--- config.mk ---
export PLATFORM = sky130hd
export DESIGN_NAME = pma_gate_top
export DESIGN_NICKNAME = d
export VERILOG_FILES = /design/src/rtl/mem_access_pkg.sv /design/src/rtl/pma_pkg.sv /design/src/rtl/access_if.sv /design/src/rtl/access_capture.sv /design/src/rtl/bus_issue.sv /design/src/rtl/pma_check.sv /design/src/rtl/pma_gate_top.sv
export VERILOG_INCLUDE_DIRS = /design/src /design/src/rtl
export SDC_FILE = /design/constraint.sdc
export NUM_CORES = 1
export LEC_CHECK = 0
export ABC_AREA = 1
export ABC_CLOCK_PERIOD_IN_PS = 3100
export CAP_MARGIN = 20
export CORE_ASPECT_RATIO = 1.4
export CORE_MARGIN = 4
export CORE_UTILIZATION = 40
export DETAILED_ROUTE_END_ITERATION = 16
export DONT_BUFFER_PORTS = 1
export GPL_TIMING_DRIVEN = 0
export PLACE_DENSITY = 0.55
export SYNTH_ARGS = -nofsm -noshare
export SYNTH_HDL_FRONTEND = slang
export SYNTH_SLANG_ARGS = --single-unit
export TNS_END_PERCENT = 1
--- constraint.sdc ---
create_clock -name clk -period 3.1 [get_ports clk]
set_input_delay 0.775 -clock clk [delete_from_list [all_inputs] [get_ports clk]]
set_output_delay 0.775 -clock clk [all_outputs]
set_load 0.02 [all_outputs]
--- src/rtl/pma_settings.svh ---
// PMA gate build settings
// Region count, address width and fault counter width shared by the RTL

`ifndef PMA_SETTINGS_SVH
`define PMA_SETTINGS_SVH

//////////////////////////////////////////////////////////////////////
// Region table
//////////////////////////////////////////////////////////////////////

// Active entries in the attribute table
// 0 deconfigures the PMA, every access is then plain main memory
`define PMA_NUM_REGIONS 4

//////////////////////////////////////////////////////////////////////
// Datapath widths
//////////////////////////////////////////////////////////////////////

// Byte address width of the core's memory bus
`define ADDR_W 32

// Saturating fault counter width
`define FAULT_CNT_W 8

`endif

--- src/rtl/mem_access_pkg.sv ---
// Memory access types
// Access kind and size encodings used from capture through to the bus

`default_nettype none

package mem_access_pkg;

  //////////////////////////////////////////////////////////////////////
  // Access kind
  //////////////////////////////////////////////////////////////////////

  // Origin of the access
  // Fetch comes from the fetch unit, load and store from the LSU
  typedef enum logic [1:0] {
    ACC_FETCH = 2'd0,
    ACC_LOAD  = 2'd1,
    ACC_STORE = 2'd2
  } access_kind_e;

  //////////////////////////////////////////////////////////////////////
  // Access size
  //////////////////////////////////////////////////////////////////////

  // Number of bytes moved by one access
  // Only half and word can be misaligned
  typedef enum logic [1:0] {
    SZ_BYTE = 2'd0,
    SZ_HALF = 2'd1,
    SZ_WORD = 2'd2
  } access_size_e;

endpackage

`default_nettype wire

--- src/rtl/pma_pkg.sv ---
// PMA region types
// Region attribute record, default regions and the fixed region table

`default_nettype none

`include "pma_settings.svh"

package pma_pkg;

  // One attribute region, bounds are word addresses
  // word_addr_high is exclusive
  typedef struct packed {
    logic [`ADDR_W-1:0] word_addr_low;
    logic [`ADDR_W-1:0] word_addr_high;
    logic               main;
    logic               bufferable;
    logic               cacheable;
  } pma_region_t;

  // Fallback when no region matches: I/O, no buffering, no caching
  localparam pma_region_t PMA_R_DEFAULT = '{
    word_addr_low:  '0,
    word_addr_high: '0,
    main:           1'b0,
    bufferable:     1'b0,
    cacheable:      1'b0
  };

  // Deconfigured PMA treats all of memory as main
  localparam pma_region_t NO_PMA_R_DEFAULT = '{
    word_addr_low:  '0,
    word_addr_high: '0,
    main:           1'b1,
    bufferable:     1'b0,
    cacheable:      1'b0
  };

  //////////////////////////////////////////////////////////////////////
  // Region table
  //////////////////////////////////////////////////////////////////////

  // Lowest index wins on overlap
  // Entry 3 covers 0x8000..0x4000_FFFF but only shows in the gap above entry 1
  localparam pma_region_t PMA_CFG_TABLE [3:0] = '{
    0: '{32'h0000_0000, 32'h0000_4000, 1'b1, 1'b0, 1'b1},
    1: '{32'h0000_4000, 32'h0000_8000, 1'b1, 1'b1, 1'b0},
    2: '{32'h1000_0000, 32'h1000_4000, 1'b0, 1'b1, 1'b0},
    3: '{32'h0000_2000, 32'h1000_4000, 1'b0, 1'b0, 1'b0}
  };

endpackage

`default_nettype wire

--- src/rtl/access_if.sv ---
// Access and PMA result interfaces
// Carry one access strobe per cycle between the gate stages

`timescale 1ns/1ps
`default_nettype none

`include "pma_settings.svh"

// Registered request with its misaligned flag
interface access_if import mem_access_pkg::*; ();
  logic               valid;
  logic [`ADDR_W-1:0] addr;
  access_kind_e       kind;
  access_size_e       size;
  logic               misaligned;

  modport producer (output valid, addr, kind, size, misaligned);
  modport consumer (input valid, addr, kind, size, misaligned);
endinterface

// Checked access with fault flag and bus attributes
interface pma_result_if import mem_access_pkg::*; ();
  logic               valid;
  logic [`ADDR_W-1:0] addr;
  access_kind_e       kind;
  logic               err;
  logic               bufferable;
  logic               cacheable;

  modport producer (output valid, addr, kind, err, bufferable, cacheable);
  modport consumer (input valid, addr, kind, err, bufferable, cacheable);
endinterface

`default_nettype wire

--- src/rtl/access_capture.sv ---
// Access capture stage
// Registers the request strobe and flags misaligned accesses

`timescale 1ns/1ps
`default_nettype none

`include "pma_settings.svh"

module access_capture import mem_access_pkg::*; (
  input  wire logic               clk,
  input  wire logic               rst_i,
  input  wire logic               req_valid_i,
  input  wire logic [`ADDR_W-1:0] req_addr_i,
  input  wire access_kind_e       req_kind_i,
  input  wire access_size_e       req_size_i,
  access_if.producer              acc_o
);

  logic misaligned_d;

  //////////////////////////////////////////////////////////////////////
  // Misalignment
  //////////////////////////////////////////////////////////////////////

  // Byte accesses can never straddle a word
  // Halfword needs bit 0 clear, word needs both low bits clear
  always_comb begin
    case (req_size_i)
      SZ_HALF: misaligned_d = req_addr_i[0];
      SZ_WORD: misaligned_d = |req_addr_i[1:0];
      default: misaligned_d = 1'b0;
    endcase
  end

  //////////////////////////////////////////////////////////////////////
  // Request register
  //////////////////////////////////////////////////////////////////////

  // Strobe qualifier
  always_ff @(posedge clk) begin
    if (rst_i) begin
      acc_o.valid <= 1'b0;
    end else begin
      acc_o.valid <= req_valid_i;
    end
  end

  // Payload, only meaningful while valid is high
  always_ff @(posedge clk) begin
    if (req_valid_i) begin
      acc_o.addr       <= req_addr_i;
      acc_o.kind       <= req_kind_i;
      acc_o.size       <= req_size_i;
      // Precomputed so the check stage sees a single flag
      acc_o.misaligned <= misaligned_d;
    end
  end

endmodule

`default_nettype wire

--- src/rtl/bus_issue.sv ---
// Bus issue stage
// Registers each checked access as a bus strobe or a fault pulse and
// keeps the last fault address with a saturating fault count

`timescale 1ns/1ps
`default_nettype none

`include "pma_settings.svh"

module bus_issue import mem_access_pkg::*; (
  input  wire logic                   clk,
  input  wire logic                   rst_i,
  pma_result_if.consumer              res_i,
  output logic                        bus_valid_o,
  output logic [`ADDR_W-1:0]          bus_addr_o,
  output access_kind_e                bus_kind_o,
  output logic                        bus_bufferable_o,
  output logic                        bus_cacheable_o,
  output logic                        fault_o,
  output logic [`ADDR_W-1:0]          fault_addr_o,
  output logic [`FAULT_CNT_W-1:0]     fault_count_o
);

  logic issue;
  logic fault;

  // Each valid result is either issued or faulted, never both
  assign issue = res_i.valid && !res_i.err;
  assign fault = res_i.valid &&  res_i.err;

  //////////////////////////////////////////////////////////////////////
  // Bus side
  //////////////////////////////////////////////////////////////////////

  // Strobe and attributes
  // Attributes read zero in cycles without an issue
  always_ff @(posedge clk) begin
    if (rst_i) begin
      bus_valid_o      <= 1'b0;
      bus_bufferable_o <= 1'b0;
      bus_cacheable_o  <= 1'b0;
    end else begin
      bus_valid_o      <= issue;
      bus_bufferable_o <= issue && res_i.bufferable;
      bus_cacheable_o  <= issue && res_i.cacheable;
    end
  end

  // Address and kind, held between issues
  always_ff @(posedge clk) begin
    if (issue) begin
      bus_addr_o <= res_i.addr;
      bus_kind_o <= res_i.kind;
    end
  end

  //////////////////////////////////////////////////////////////////////
  // Fault side
  //////////////////////////////////////////////////////////////////////

  always_ff @(posedge clk) begin
    if (rst_i) begin
      fault_o       <= 1'b0;
      fault_addr_o  <= '0;
      fault_count_o <= '0;
    end else begin
      fault_o <= fault;
      if (fault) begin
        fault_addr_o <= res_i.addr;
        // Count sticks at all ones
        if (fault_count_o != '1) begin
          fault_count_o <= fault_count_o + 1'b1;
        end
      end
    end
  end

endmodule

`default_nettype wire

--- src/rtl/pma_check.sv ---
// PMA check stage
// Looks up the attribute region of an access and applies the fault,
// bufferable and cacheable rules, all combinational

`timescale 1ns/1ps
`default_nettype none

`include "pma_settings.svh"

module pma_check import mem_access_pkg::*; import pma_pkg::*; #(
  parameter int          PMA_NUM_REGIONS = `PMA_NUM_REGIONS,
  parameter pma_region_t PMA_CFG [PMA_NUM_REGIONS-1:0] = PMA_CFG_TABLE
) (
  access_if.consumer     acc_i,
  pma_result_if.producer res_o
);

  pma_region_t        region;
  logic [`ADDR_W-1:0] word_addr;
  logic               is_fetch;
  logic               is_store;

  // Table bounds are in words
  assign word_addr = {2'b00, acc_i.addr[`ADDR_W-1:2]};

  //////////////////////////////////////////////////////////////////////
  // Region lookup
  //////////////////////////////////////////////////////////////////////

  generate
    if (PMA_NUM_REGIONS == 0) begin : g_no_pma
      // Deconfigured, every address is main memory
      assign region = NO_PMA_R_DEFAULT;
    end else begin : g_pma
      // Walk from the top entry down so the lowest index match is kept
      always_comb begin
        region = PMA_R_DEFAULT;
        for (int i = PMA_NUM_REGIONS - 1; i >= 0; i--) begin
          if ((word_addr >= PMA_CFG[i].word_addr_low) &&
              (word_addr <  PMA_CFG[i].word_addr_high)) begin
            region = PMA_CFG[i];
          end
        end
      end
    end
  endgenerate

  //////////////////////////////////////////////////////////////////////
  // Fault and attribute rules
  //////////////////////////////////////////////////////////////////////

  assign is_fetch = (acc_i.kind == ACC_FETCH);
  assign is_store = (acc_i.kind == ACC_STORE);

  // I/O space takes no fetches and no misaligned accesses
  always_comb begin
    res_o.err = 1'b0;
    if (!region.main && is_fetch) begin
      res_o.err = 1'b1;
    end
    if (!region.main && acc_i.misaligned) begin
      res_o.err = 1'b1;
    end
  end

  // Only stores may be posted into a write buffer
  assign res_o.bufferable = region.bufferable && is_store;
  assign res_o.cacheable  = region.cacheable;

  // Access identity passes straight through
  assign res_o.valid = acc_i.valid;
  assign res_o.addr  = acc_i.addr;
  assign res_o.kind  = acc_i.kind;

endmodule

`default_nettype wire

--- src/rtl/pma_gate_top.sv ---
// PMA gate top level
// Capture, region check and bus issue, two cycles from request to bus

`timescale 1ns/1ps
`default_nettype none

`include "pma_settings.svh"

module pma_gate_top import mem_access_pkg::*; (
  input  wire logic                   clk,
  input  wire logic                   rst_i,
  // Request from fetch and LSU
  input  wire logic                   req_valid_i,
  input  wire logic [`ADDR_W-1:0]     req_addr_i,
  input  wire access_kind_e           req_kind_i,
  input  wire access_size_e           req_size_i,
  // Memory bus
  output logic                        bus_valid_o,
  output logic [`ADDR_W-1:0]          bus_addr_o,
  output access_kind_e                bus_kind_o,
  output logic                        bus_bufferable_o,
  output logic                        bus_cacheable_o,
  // Fault report
  output logic                        fault_o,
  output logic [`ADDR_W-1:0]          fault_addr_o,
  output logic [`FAULT_CNT_W-1:0]     fault_count_o
);

  access_if     acc ();
  pma_result_if res ();

  // Cycle 1, register request
  access_capture u_access_capture (
    .clk         (clk),
    .rst_i       (rst_i),
    .req_valid_i (req_valid_i),
    .req_addr_i  (req_addr_i),
    .req_kind_i  (req_kind_i),
    .req_size_i  (req_size_i),
    .acc_o       (acc.producer)
  );

  // Same cycle, region lookup on the default table
  pma_check u_pma_check (
    .acc_i (acc.consumer),
    .res_o (res.producer)
  );

  // Cycle 2, bus or fault outputs
  bus_issue u_bus_issue (
    .clk              (clk),
    .rst_i            (rst_i),
    .res_i            (res.consumer),
    .bus_valid_o      (bus_valid_o),
    .bus_addr_o       (bus_addr_o),
    .bus_kind_o       (bus_kind_o),
    .bus_bufferable_o (bus_bufferable_o),
    .bus_cacheable_o  (bus_cacheable_o),
    .fault_o          (fault_o),
    .fault_addr_o     (fault_addr_o),
    .fault_count_o    (fault_count_o)
  );

endmodule

`default_nettype wire

==> impl_metrics.env, run 1 <==
export IMPL_outcome="complete, no violations"
export IMPL_minimum_period_implied_by_the_final_worst_setup_slack_ps=2150
export IMPL_final_critical_path_setup_slack_ps=947
export IMPL_totalNegativeSetupSlack_ps=0
export IMPL_timing_critical_path_slowest_cell_delay_ps=430
export IMPL_r2r_end="u_bus_issue.bus_addr_o[0]"
export IMPL_synthFlopType="sky130_fd_sc_hd__edfxtp_1"
export IMPL_ys_seq_elements=114
export IMPL_htreeDepth=4
export IMPL_root_buffer="sky130_fd_sc_hd__clkbuf_16"
export IMPL_globalRouteOverflowTotal=0
export IMPL_power_per_cell_area_nw_per_um2=845
export IMPL_antenna_left=0
export IMPL_top_level_ports=117
export IMPL_timing_worst_setup_path_type="reg -> reg"
export IMPL_antennaDiodeCount=0
export IMPL_distinct_cell_type_count_of_the_synthesized_netlist=23
export IMPL_leakagePower_uw=0.00171
export IMPL_drc_violations_left=0
export IMPL_via_count=2395
export IMPL_synth_most_common_cell="sky130_fd_sc_hd__edfxtp_1"
export IMPL_r2r_worst_path_cells=7
export IMPL_global_route_peak_usage_layer="met2"
export IMPL_timing_critical_path_cells="nor2_1, nand2_1, nor2_2, a21oi_4, buf_2, nor2_4, buf_16"
export IMPL_syn_inst=321
export IMPL_synth_enable_flop_cells=69
export IMPL_post_synth_cell_area_avg_sq_um=12.4
export IMPL_post_cts_setup_buffer_count=0
export IMPL_share_of_the_synthesized_netlist_area_taken_by_xor_and_xnor_gates=0.00660
export IMPL_hold_start="u_access_capture.acc_o.addr[13]"
export IMPL_clk_insertion_delay_late_ps=400
export IMPL_first_pass_grt_wire_length_mm=13.3
export IMPL_fill_cells=867
export IMPL_critPathSlowestCell="sky130_fd_sc_hd__nor2_4"
export IMPL_synth_area_sq_um=3980
export IMPL_number_of_failing_hold_endpoints_at_the_final_stage=0
export IMPL_max_vdd_ir_drop_mv=0.385
export IMPL_gpl_final_weighted_congestion=0.750
export IMPL_cts_repair_resized=0
export IMPL_area_growth_pct=21.5
export IMPL_drt_total_wl_mm=8.70
export IMPL_detailedPlace_worstSlack_ps=901
export IMPL_synth_common_cells="69 x sky130_fd_sc_hd__edfxtp_1, 52 x sky130_fd_sc_hd__nand2_1, 45 x sky130_fd_sc_hd__dfxtp_1, 38 x sky130_fd_sc_hd__a21oi_1, 36 x sky130_fd_sc_hd__nand3_1"
export IMPL_postSynth_asyncResetShare=0
export IMPL_tritoncts="built"
export IMPL_r2r_setup_slack_ps=950
export IMPL_num_rows=42
export IMPL_avgViaCountPerCell=4.93
export IMPL_die_width_um=92.3
export IMPL_rsz0062_at_grt="no"
export IMPL_drt_iter0_markers=115
export IMPL_grt_met3_usage=0.0621
export IMPL_cts_inserted_buffers=17
export IMPL_critPathBufInv=2
export IMPL_postLayoutCellArea_sq_um=4830
export IMPL_slew_viol_final=0
export IMPL_crit_arrival_ps=2260
export IMPL_height_of_the_chip_um=126
export IMPL_drive_above_1_share=0.133
export IMPL_final_nets=383
export IMPL_core_sq_um=9560
export IMPL_post_route_util=0.505
export IMPL_grt_pass1_vias=2370
export IMPL_min_period_over_period=0.695
export IMPL_place_detailed_hpwl_mm=6.12
export IMPL_max_cap_violations=0
export IMPL_crit_required_ps=3200
export IMPL_synth_compound_area_share=0.0538
export IMPL_timing_worst_slew_pin_value_ps=526
export IMPL_drt_pass1_iter_count=4
export IMPL_synth_adder_area_share=0.00943
export IMPL_skew_ps=8.09
export IMPL_portBuffers=0
export IMPL_path_delay_family="simple AND/OR/NAND/NOR gates"
export IMPL_worstReg2RegStart="u_access_capture.acc_o.addr[20]"
export IMPL_cts_hold_repair_buffers=0
export IMPL_synth_top_cell_by_area="sky130_fd_sc_hd__edfxtp_1"
export IMPL_synth_warning_count=0
export IMPL_report_final_setup_viol=0
export IMPL_power_total_uw=4080
export IMPL_synth_seq_area_share=0.747
export IMPL_cp_max_fo=20
export IMPL_synth_mux_area_frac=0
export IMPL_synth_top_family_by_area="simple AND/OR/NAND/NOR gates"
export IMPL_drt_wirelength_per_cell_um=17.9
export IMPL_grt_util_met1=0.168
export IMPL_hold_end="u_bus_issue.bus_addr_o[13]"
export IMPL_slew_headroom=0.649
export IMPL_setup_worst_path_end_class="flip-flop"
export IMPL_synth_top_area_frac=0.521
export IMPL_timing_critical_path_from_type="flip-flop"
export IMPL_post_synth_and_or_nand_nor_area_fraction=0.144
export IMPL_dpl_cell_area_sq_um=4180
export IMPL_start_util=0.416
export IMPL_worstHoldPathCells=0
export IMPL_maxClockFrequency_ghz=0.464
export IMPL_clkSlewWorstSetupHoldPaths_ps=50
export IMPL_synthesis_nets=363
export IMPL_hold_path_class="reg -> reg"
export IMPL_pin_count_of_the_biggest_net_entering_global_routing=37
export IMPL_cts_sinks=114
export IMPL_max_clock_path_buffers=2
export IMPL_die_area_sq_um=11600
export IMPL_grtUsageMet2=0.274
export IMPL_antenna_found_initial=0
export IMPL_grt_util_overall=0.158
export IMPL_post_synth_main_area_contributors="sky130_fd_sc_hd__edfxtp_1 52%, sky130_fd_sc_hd__dfxtp_1 23%, sky130_fd_sc_hd__nand2_1 4.9%"
cell usage in the layout, fill, tap and decap left out, types with 3 or more instances in the layout:
cell type                    n
sky130_fd_sc_hd__buf_2       4
sky130_fd_sc_hd__bufinv_16   6
sky130_fd_sc_hd__xor2_1      3
sky130_fd_sc_hd__nand2_1    52
sky130_fd_sc_hd__edfxtp_1   69
sky130_fd_sc_hd__nand3_1    36
sky130_fd_sc_hd__nor2_1     23
sky130_fd_sc_hd__inv_1      16
sky130_fd_sc_hd__nand4_1     7
sky130_fd_sc_hd__clkinv_2    5
sky130_fd_sc_hd__buf_4       4
sky130_fd_sc_hd__clkbuf_1    7
sky130_fd_sc_hd__ha_1        3
sky130_fd_sc_hd__dfxtp_1    45
sky130_fd_sc_hd__clkbuf_16  17
sky130_fd_sc_hd__a21oi_1    38
power breakdown:
group          leakage (uW)  total, uW  switching [uW]  internal, uW
combinational      0.000370        122            81.2          40.8
sequential          0.00102       1820             108          1710
clock              0.000325       2140             631          1510
sequential cells by signal, summed over array words and instances, names as in the netlist:
register	count
u_access_capture.acc_o.addr	32
u_bus_issue.bus_addr_o	32
u_bus_issue.fault_addr_o	32
u_bus_issue.fault_count_o	8
u_access_capture.acc_o.kind	2
u_bus_issue.bus_kind_o	2
u_access_capture.acc_o.misaligned	1
u_access_capture.acc_o.valid	1
u_bus_issue.bus_bufferable_o	1
u_bus_issue.bus_cacheable_o	1
u_bus_issue.bus_valid_o	1
u_bus_issue.fault_o	1
layer usage:
| metal | vias to the layer above | share of wire | wire, um |
|---|---|---|---|
| met5 | - | 0 | 0 |
| met4 | 0 | 0.017 | 150 |
| met3 | 14 | 0.056 | 487 |
| met2 | 75 | 0.55 | 4790 |
| met1 | 1152 | 0.38 | 3270 |
| li1 | 1154 | - | - |
cell families (layout without fill, tap and decap cells):
family | Yosys count | after routing
XOR/XNOR | 3 | 3
other | 1 | 1
AO/OA/AOI/OAI | 40 | 40
adder cells (fa/ha/maj) | 3 | 3
flip-flops | 114 | 114
AND/OR/NAND/NOR | 127 | 127
buffers and inverters | 33 | 66
through the flow:
| stage | hold slack (ps) | cells |
|---|---|---|
| 6_report | 448 | 486 |
| 5_1_grt | 436 | 486 |
| 4_1_cts | 444 | 486 |
| 3_5_place_dp | 437 | 454 |
| 3_3_place_gp | 428 | 453 |
| 2_1_floorplan | 427 | 321 |
layout make-up:
| type | instances | area [sq um] | area share |
|---|---|---|---|
| Buffer | 17 | 91.3 | 0.0189 |
| Inverter | 16 | 60.1 | 0.0124 |
| Multi-Input combinational cell | 174 | 862 | 0.178 |
| Timing Repair Buffer | 1 | 27.5 | 0.00569 |
| Clock buffer | 19 | 443 | 0.0916 |
| Tap cell | 132 | 165 | 0.0342 |
| Sequential cell | 114 | 2970 | 0.615 |
| Clock inverter | 13 | 213 | 0.0440 |
how the worst max path moves through the flow:
stage / slack (ps) / depth (start not counted) / endpoint / from
after floorplan: 240 / 6 / u_bus_issue.bus_addr_o[0] / u_access_capture.acc_o.addr[17]
after global placement: -790 / 6 / u_bus_issue.bus_addr_o[15] / u_access_capture.acc_o.addr[20]
after detailed placement: 900 / 7 / u_bus_issue.bus_kind_o[0] / u_access_capture.acc_o.addr[15]
after CTS: 890 / 7 / u_bus_issue.bus_addr_o[5] / u_access_capture.acc_o.addr[15]
after global routing: 790 / 7 / u_bus_issue.bus_addr_o[3] / u_access_capture.acc_o.addr[15]
final: 950 / 7 / u_bus_issue.bus_addr_o[0] / u_access_capture.acc_o.addr[20]
No activity file was read; power rests on OpenSTA's default activity.
==> inputs of run 2 (changes only) <==
--- a/config.mk
+++ b/config.mk
@@ -7,7 +7,7 @@
 export NUM_CORES = 1
 export LEC_CHECK = 0
 export ABC_AREA = 1
-export ABC_CLOCK_PERIOD_IN_PS = 3100
+export ABC_CLOCK_PERIOD_IN_PS = 2000
 export CAP_MARGIN = 20
 export CORE_ASPECT_RATIO = 1.4
 export CORE_MARGIN = 4
@@ -15,7 +15,7 @@
 export DETAILED_ROUTE_END_ITERATION = 16
 export DONT_BUFFER_PORTS = 1
 export GPL_TIMING_DRIVEN = 0
-export PLACE_DENSITY = 0.55
+export PLACE_DENSITY = 0.53
 export SYNTH_ARGS = -nofsm -noshare
 export SYNTH_HDL_FRONTEND = slang
 export SYNTH_SLANG_ARGS = --single-unit
==> constraint.sdc (replaced) <==
create_clock -name clk -period 2 [get_ports clk]
set_input_delay 0.5 -clock clk [delete_from_list [all_inputs] [get_ports clk]]
set_output_delay 0.5 -clock clk [all_outputs]
set_load 0.02 [all_outputs]
==> run 2 against run 1 <==
  * Maximum frequency grew 22%
  * Clock power grew 43%
  * Combinational power grew 67%
  * Critical path type unchanged
==> impl_metrics.env, run 2 (synthesized netlist as in run 1, its figures left out) <==
export IMPL_power_total_uw=6070
export IMPL_drive_above_1_share=0.132
export IMPL_timing_worst_setup_path_type="reg -> reg"
export IMPL_pin_count_of_the_biggest_net_entering_global_routing=37
export IMPL_cts_inserted_buffers=17
export IMPL_minimum_period_implied_by_the_final_worst_setup_slack_ps=1760
export IMPL_reg_top3="u_access_capture.acc_o.addr (32), u_bus_issue.bus_addr_o (32), u_bus_issue.fault_addr_o (32)"
export IMPL_placed_cells=453
export IMPL_avgViaCountPerCell=4.97
export IMPL_height_of_the_chip_um=126
export IMPL_power_per_cell_area_nw_per_um2=1260
export IMPL_crit_required_ps=2330
export IMPL_die_width_um=92.3
export IMPL_max_cap_violations=0
export IMPL_num_rows=42
export IMPL_core_sq_um=9560
export IMPL_skew_ps=8.62
export IMPL_final_nets=386
export IMPL_globalRouteOverflowTotal=0
export IMPL_most_common_layout_cells="69 x sky130_fd_sc_hd__edfxtp_1, 52 x sky130_fd_sc_hd__nand2_1, 45 x sky130_fd_sc_hd__dfxtp_1"
export IMPL_timing_worst_slew_pin_value_ps=534
export IMPL_maxClockFrequency_ghz=0.567
export IMPL_outcome="complete, no violations"
export IMPL_drt_wirelength_per_cell_um=18.5
export IMPL_drt_total_wl_mm=9.04
export IMPL_setup_worst_path_end_class="flip-flop"
export IMPL_die_area_sq_um=11600
export IMPL_path_delay_family="simple AND/OR/NAND/NOR gates"
export IMPL_fill_cells=875
export IMPL_stdcell_count=489
export IMPL_area_growth_pct=21.3
export IMPL_gpl_final_weighted_congestion=0.715
export IMPL_holdWs_ps=189
export IMPL_root_buffer="sky130_fd_sc_hd__clkbuf_16"
export IMPL_number_of_failing_hold_endpoints_at_the_final_stage=0
export IMPL_final_critical_path_setup_slack_ps=235
export IMPL_slew_viol_final=0
export IMPL_timing_critical_path_cells="ha_1, nand2_1, inv_1, nand4_2, nand4_2, nand2_1, a21oi_1"
export IMPL_via_count=2432
export IMPL_htreeDepth=4
export IMPL_max_clock_path_buffers=2
export IMPL_start_util=0.416
export IMPL_hold_path_class="in -> reg"
export IMPL_critPathSlowestCell="sky130_fd_sc_hd__dfxtp_1"
export IMPL_cp_max_fo=9
export IMPL_timing_critical_path_slowest_cell_delay_ps=520
export IMPL_crit_arrival_ps=2100
export IMPL_leakagePower_uw=0.00169
export IMPL_report_final_setup_viol=0
export IMPL_top_level_ports=117
export IMPL_drt_pass1_iter_count=6
export IMPL_grt_pass1_vias=2389
export IMPL_timing_critical_path_from_type="flip-flop"
export IMPL_drc_violations_left=0
export IMPL_grt_util_overall=0.162
export IMPL_rsz0062_at_grt="no"
export IMPL_slew_headroom=0.644
export IMPL_drt_iter0_markers=86
export IMPL_first_pass_grt_wire_length_mm=13.8
export IMPL_antenna_found_initial=0
export IMPL_antennaDiodeCount=0
export IMPL_antenna_left=0
export IMPL_clkSlewWorstSetupHoldPaths_ps=50
export IMPL_cts_hold_repair_buffers=0
export IMPL_portBuffers=0
export IMPL_min_period_over_period=0.882
export IMPL_tritoncts="built"
export IMPL_cts_sinks=114
export IMPL_place_detailed_hpwl_mm=6.11
export IMPL_max_vdd_ir_drop_mv=0.562
export IMPL_clk_insertion_delay_late_ps=400
export IMPL_critPathBufInv=1
export IMPL_detailedPlace_worstSlack_ps=-442
export IMPL_final_common_cell="sky130_fd_sc_hd__edfxtp_1"
run 2: changes by cell type in the layout (fill, tap and decap cells not counted), sizes merged:
cell      delta
clkinvlp     +3
buf          +2
bufinv       -2
clkinv       -2
clkbuf       +1
nor2         +1
run 2: layout make-up:
class / count / area, sq um / area share
multi-input cells: 175 / 883 / 0.183
repair buffers: 3 / 47.5 / 0.00985
clock inverters: 12 / 164 / 0.0340
flip-flops and latches: 114 / 2970 / 0.616
plain buffers: 17 / 97.6 / 0.0202
inverters: 16 / 60.1 / 0.0124
clock buffers: 20 / 437 / 0.0905
well taps: 132 / 165 / 0.0342
run 2: power by group:
part           switching (uW)  total, uW  internal [uW]
Clock                     986       3050           2060
Combinational             134        204           69.8
Sequential                169       2820           2650
Total                    1290       6070           4780
run 2: routing by layer:
metal / GRT usage / routed length (um) / vias to the layer above
li1: - / - / 1165
met1: 0.181 / 3450 / 1183
met2: 0.278 / 4970 / 73
met3: 0.0650 / 495 / 11
met4: 0.0604 / 124 / 0
met5: 0 / 0 / -
run 2: what timing repair did:
item                       in CTS  in global routing
gates resized for setup         5                  0
setup buffers                   2                  1
pin swaps                       2                  1
setup endpoints to repair      34                 17
cloned                          1                  0
run 2: through the flow:
stage | util | setup TNS, ps | cell area [sq um]
floorplan | - | 0 | 3990
global placement | 0.434 | -14480 | 4150
detailed placement | 0.434 | -14960 | 4150
CTS | 0.503 | 0 | 4810
global route | 0.505 | 0 | 4830
finish | 0.505 | 0 | 4830
run 2: final timing paths:
| kind | startpoint | to | slack, ps | cells past startpoint |
|---|---|---|---|---|
| worst max-delay path | u_bus_issue.fault_count_o[0] | u_bus_issue.fault_count_o[1] | 240 | 7 |
| worst min register to register | u_access_capture.acc_o.addr[2] | u_bus_issue.bus_addr_o[2] | 450 | 0 |
| worst max register to register | u_bus_issue.fault_count_o[0] | u_bus_issue.fault_count_o[1] | 240 | 7 |
| worst min-delay path | req_addr_i[30] | u_access_capture.acc_o.addr[30] | 190 | 0 |
==> inputs of run 3 (changes only) <==
--- a/config.mk
+++ b/config.mk
@@ -10,12 +10,13 @@
 export ABC_CLOCK_PERIOD_IN_PS = 2000
 export CAP_MARGIN = 20
 export CORE_ASPECT_RATIO = 1.4
-export CORE_MARGIN = 4
+export CORE_MARGIN = 3
 export CORE_UTILIZATION = 40
 export DETAILED_ROUTE_END_ITERATION = 16
 export DONT_BUFFER_PORTS = 1
 export GPL_TIMING_DRIVEN = 0
 export PLACE_DENSITY = 0.53
+export RECOVER_POWER = 25
 export SYNTH_ARGS = -nofsm -noshare
 export SYNTH_HDL_FRONTEND = slang
 export SYNTH_SLANG_ARGS = --single-unit
==> run 3 against run 2 <==
  * Clock-buffer cell count rose by 1
  * Worst setup slack improved by 27 ps
  * Critical path depth rose by 1
  * Wire length fell by 2.7%
  * Die area fell by 3.7%
  * Final cell count rose by 0.41%
  * Flip-flop and latch count did not move
  * Total power fell by 3.6%
  * Hold slack barely moved
  * Critical endpoint is now u_bus_issue.fault_count_o[5]
  * Largest cell class unchanged
==> impl_metrics.env, run 3 (synthesized netlist as in run 1, its figures left out) <==
export IMPL_outcome="complete, no violations"
export IMPL_timing_critical_path_cells="ha_1, nand2_1, inv_1, nand4_2, nand4_2, nor2_1, nor2_1, nor2_1"
export IMPL_start_util=0.416
export IMPL_max_clock_path_buffers=2
export IMPL_slew_viol_final=0
export IMPL_die_area_sq_um=11200
export IMPL_clkSlewWorstSetupHoldPaths_ps=50
export IMPL_crit_required_ps=2300
export IMPL_final_nets=387
export IMPL_crit_path_frequent_cell="sky130_fd_sc_hd__nor2_1"
export IMPL_drc_violations_left=0
export IMPL_drt_pass1_iter_count=4
export IMPL_minimum_period_implied_by_the_final_worst_setup_slack_ps=1740
export IMPL_min_period_over_period=0.869
export IMPL_drt_iter0_markers=96
export IMPL_skew_ps=9.28
export IMPL_slew_headroom=0.654
export IMPL_pin_count_of_the_biggest_net_entering_global_routing=37
export IMPL_power_total_uw=5850
export IMPL_top_level_ports=117
export IMPL_setup_worst_path_end_class="flip-flop"
export IMPL_drt_total_wl_mm=8.79
export IMPL_core_sq_um=9560
export IMPL_cts_sinks=114
export IMPL_first_pass_grt_wire_length_mm=13.4
export IMPL_max_vdd_ir_drop_mv=0.601
export IMPL_crit_arrival_ps=2030
export IMPL_critical_path_startpoint="u_bus_issue.fault_count_o[0]"
export IMPL_leakagePower_uw=0.00167
export IMPL_hold_path_class="in -> reg"
export IMPL_timing_worst_setup_path_type="reg -> reg"
export IMPL_critPathBufInv=1
export IMPL_maxClockFrequency_ghz=0.575
export IMPL_critPathSlowestCell="sky130_fd_sc_hd__dfxtp_1"
export IMPL_path_delay_family="simple AND/OR/NAND/NOR gates"
export IMPL_hold_start="req_kind_i[0]"
export IMPL_timing_critical_path_from_type="flip-flop"
export IMPL_max_cap_violations=0
export IMPL_number_of_failing_hold_endpoints_at_the_final_stage=0
export IMPL_htreeDepth=4
export IMPL_post_route_util=0.501
export IMPL_power_per_cell_area_nw_per_um2=1220
export IMPL_timing_worst_slew_pin_value_ps=519
export IMPL_rsz0062_at_grt="no"
export IMPL_drive_above_1_share=0.134
export IMPL_postLayoutCellArea_sq_um=4790
export IMPL_detailedPlace_worstSlack_ps=-446
export IMPL_cts_hold_repair_buffers=0
export IMPL_globalRouteOverflowTotal=0
export IMPL_via_count=2438
export IMPL_cts_inserted_buffers=17
export IMPL_worstReg2RegStart="u_bus_issue.fault_count_o[0]"
export IMPL_reg_top3="u_access_capture.acc_o.addr (32), u_bus_issue.bus_addr_o (32), u_bus_issue.fault_addr_o (32)"
export IMPL_grt_pass1_vias=2340
export IMPL_height_of_the_chip_um=124
export IMPL_drt_wirelength_per_cell_um=17.9
export IMPL_most_common_layout_cells="69 x sky130_fd_sc_hd__edfxtp_1, 52 x sky130_fd_sc_hd__nand2_1, 45 x sky130_fd_sc_hd__dfxtp_1"
export IMPL_portBuffers=0
export IMPL_clk_insertion_delay_late_ps=400
export IMPL_antenna_left=0
export IMPL_num_rows=42
export IMPL_area_growth_pct=20.3
export IMPL_timing_critical_path_slowest_cell_delay_ps=520
export IMPL_tritoncts="built"
export IMPL_dpl_cell_area_sq_um=4150
export IMPL_gpl_final_weighted_congestion=0.740
export IMPL_place_detailed_hpwl_mm=5.84
export IMPL_cp_max_fo=9
export IMPL_root_buffer="sky130_fd_sc_hd__clkbuf_16"
export IMPL_die_width_um=90.3
export IMPL_grt_util_overall=0.163
export IMPL_final_critical_path_setup_slack_ps=262
export IMPL_antenna_found_initial=0
export IMPL_avgViaCountPerCell=4.97
export IMPL_report_final_setup_viol=0
export IMPL_holdWs_ps=189
export IMPL_final_common_cell="sky130_fd_sc_hd__edfxtp_1"
run 3: metal layers:
layer / share of wire / vias to the layer above / global-route usage
met5: 0 / - / 0
met1: 0.39 / 1174 / 0.183
met2: 0.53 / 84 / 0.269
met4: 0.018 / 0 / 0.0852
li1: - / 1168 / -
met3: 0.055 / 12 / 0.0671
run 3: path summary, 6_finish.rpt:
path	end	slack, ps	cells past startpoint
min reg2reg	u_bus_issue.bus_addr_o[10]	450	0
min	u_access_capture.acc_o.kind[0]	190	0
max reg2reg	u_bus_issue.fault_count_o[5]	260	8
max	u_bus_issue.fault_count_o[5]	260	8
run 3: through the flow:
stage | TNS (ps) | std cells
after floorplan | 0 | 321
after global placement | -13780 | 453
after detailed placement | -15100 | 453
after CTS | 0 | 489
after global routing | 0 | 490
final | 0 | 491
run 3: layout make-up:
class | count | area, sq um
multi-input combinational | 175 | 883
clock inverter | 11 | 113
clock buffer | 21 | 450
antenna | 1 | 2.50
timing repair buffer | 4 | 42.5
tap | 132 | 165
sequential | 114 | 2970
buffer | 17 | 97.6
inverter | 16 | 60.1
fill | 874 | 4780
run 3: power by group:
| group | internal [uW] | switching (uW) |
|---|---|---|
| sequential | 2650 | 166 |
| clock | 1840 | 987 |
| combinational | 68.7 | 134 |
| total | 4560 | 1290 |
run 3: timing repair:
action,in CTS,in global routing
setup buffers,3,1
pin swaps,2,1
gates cloned,1,0
gates resized for setup,5,0
setup endpoints to repair,34,17
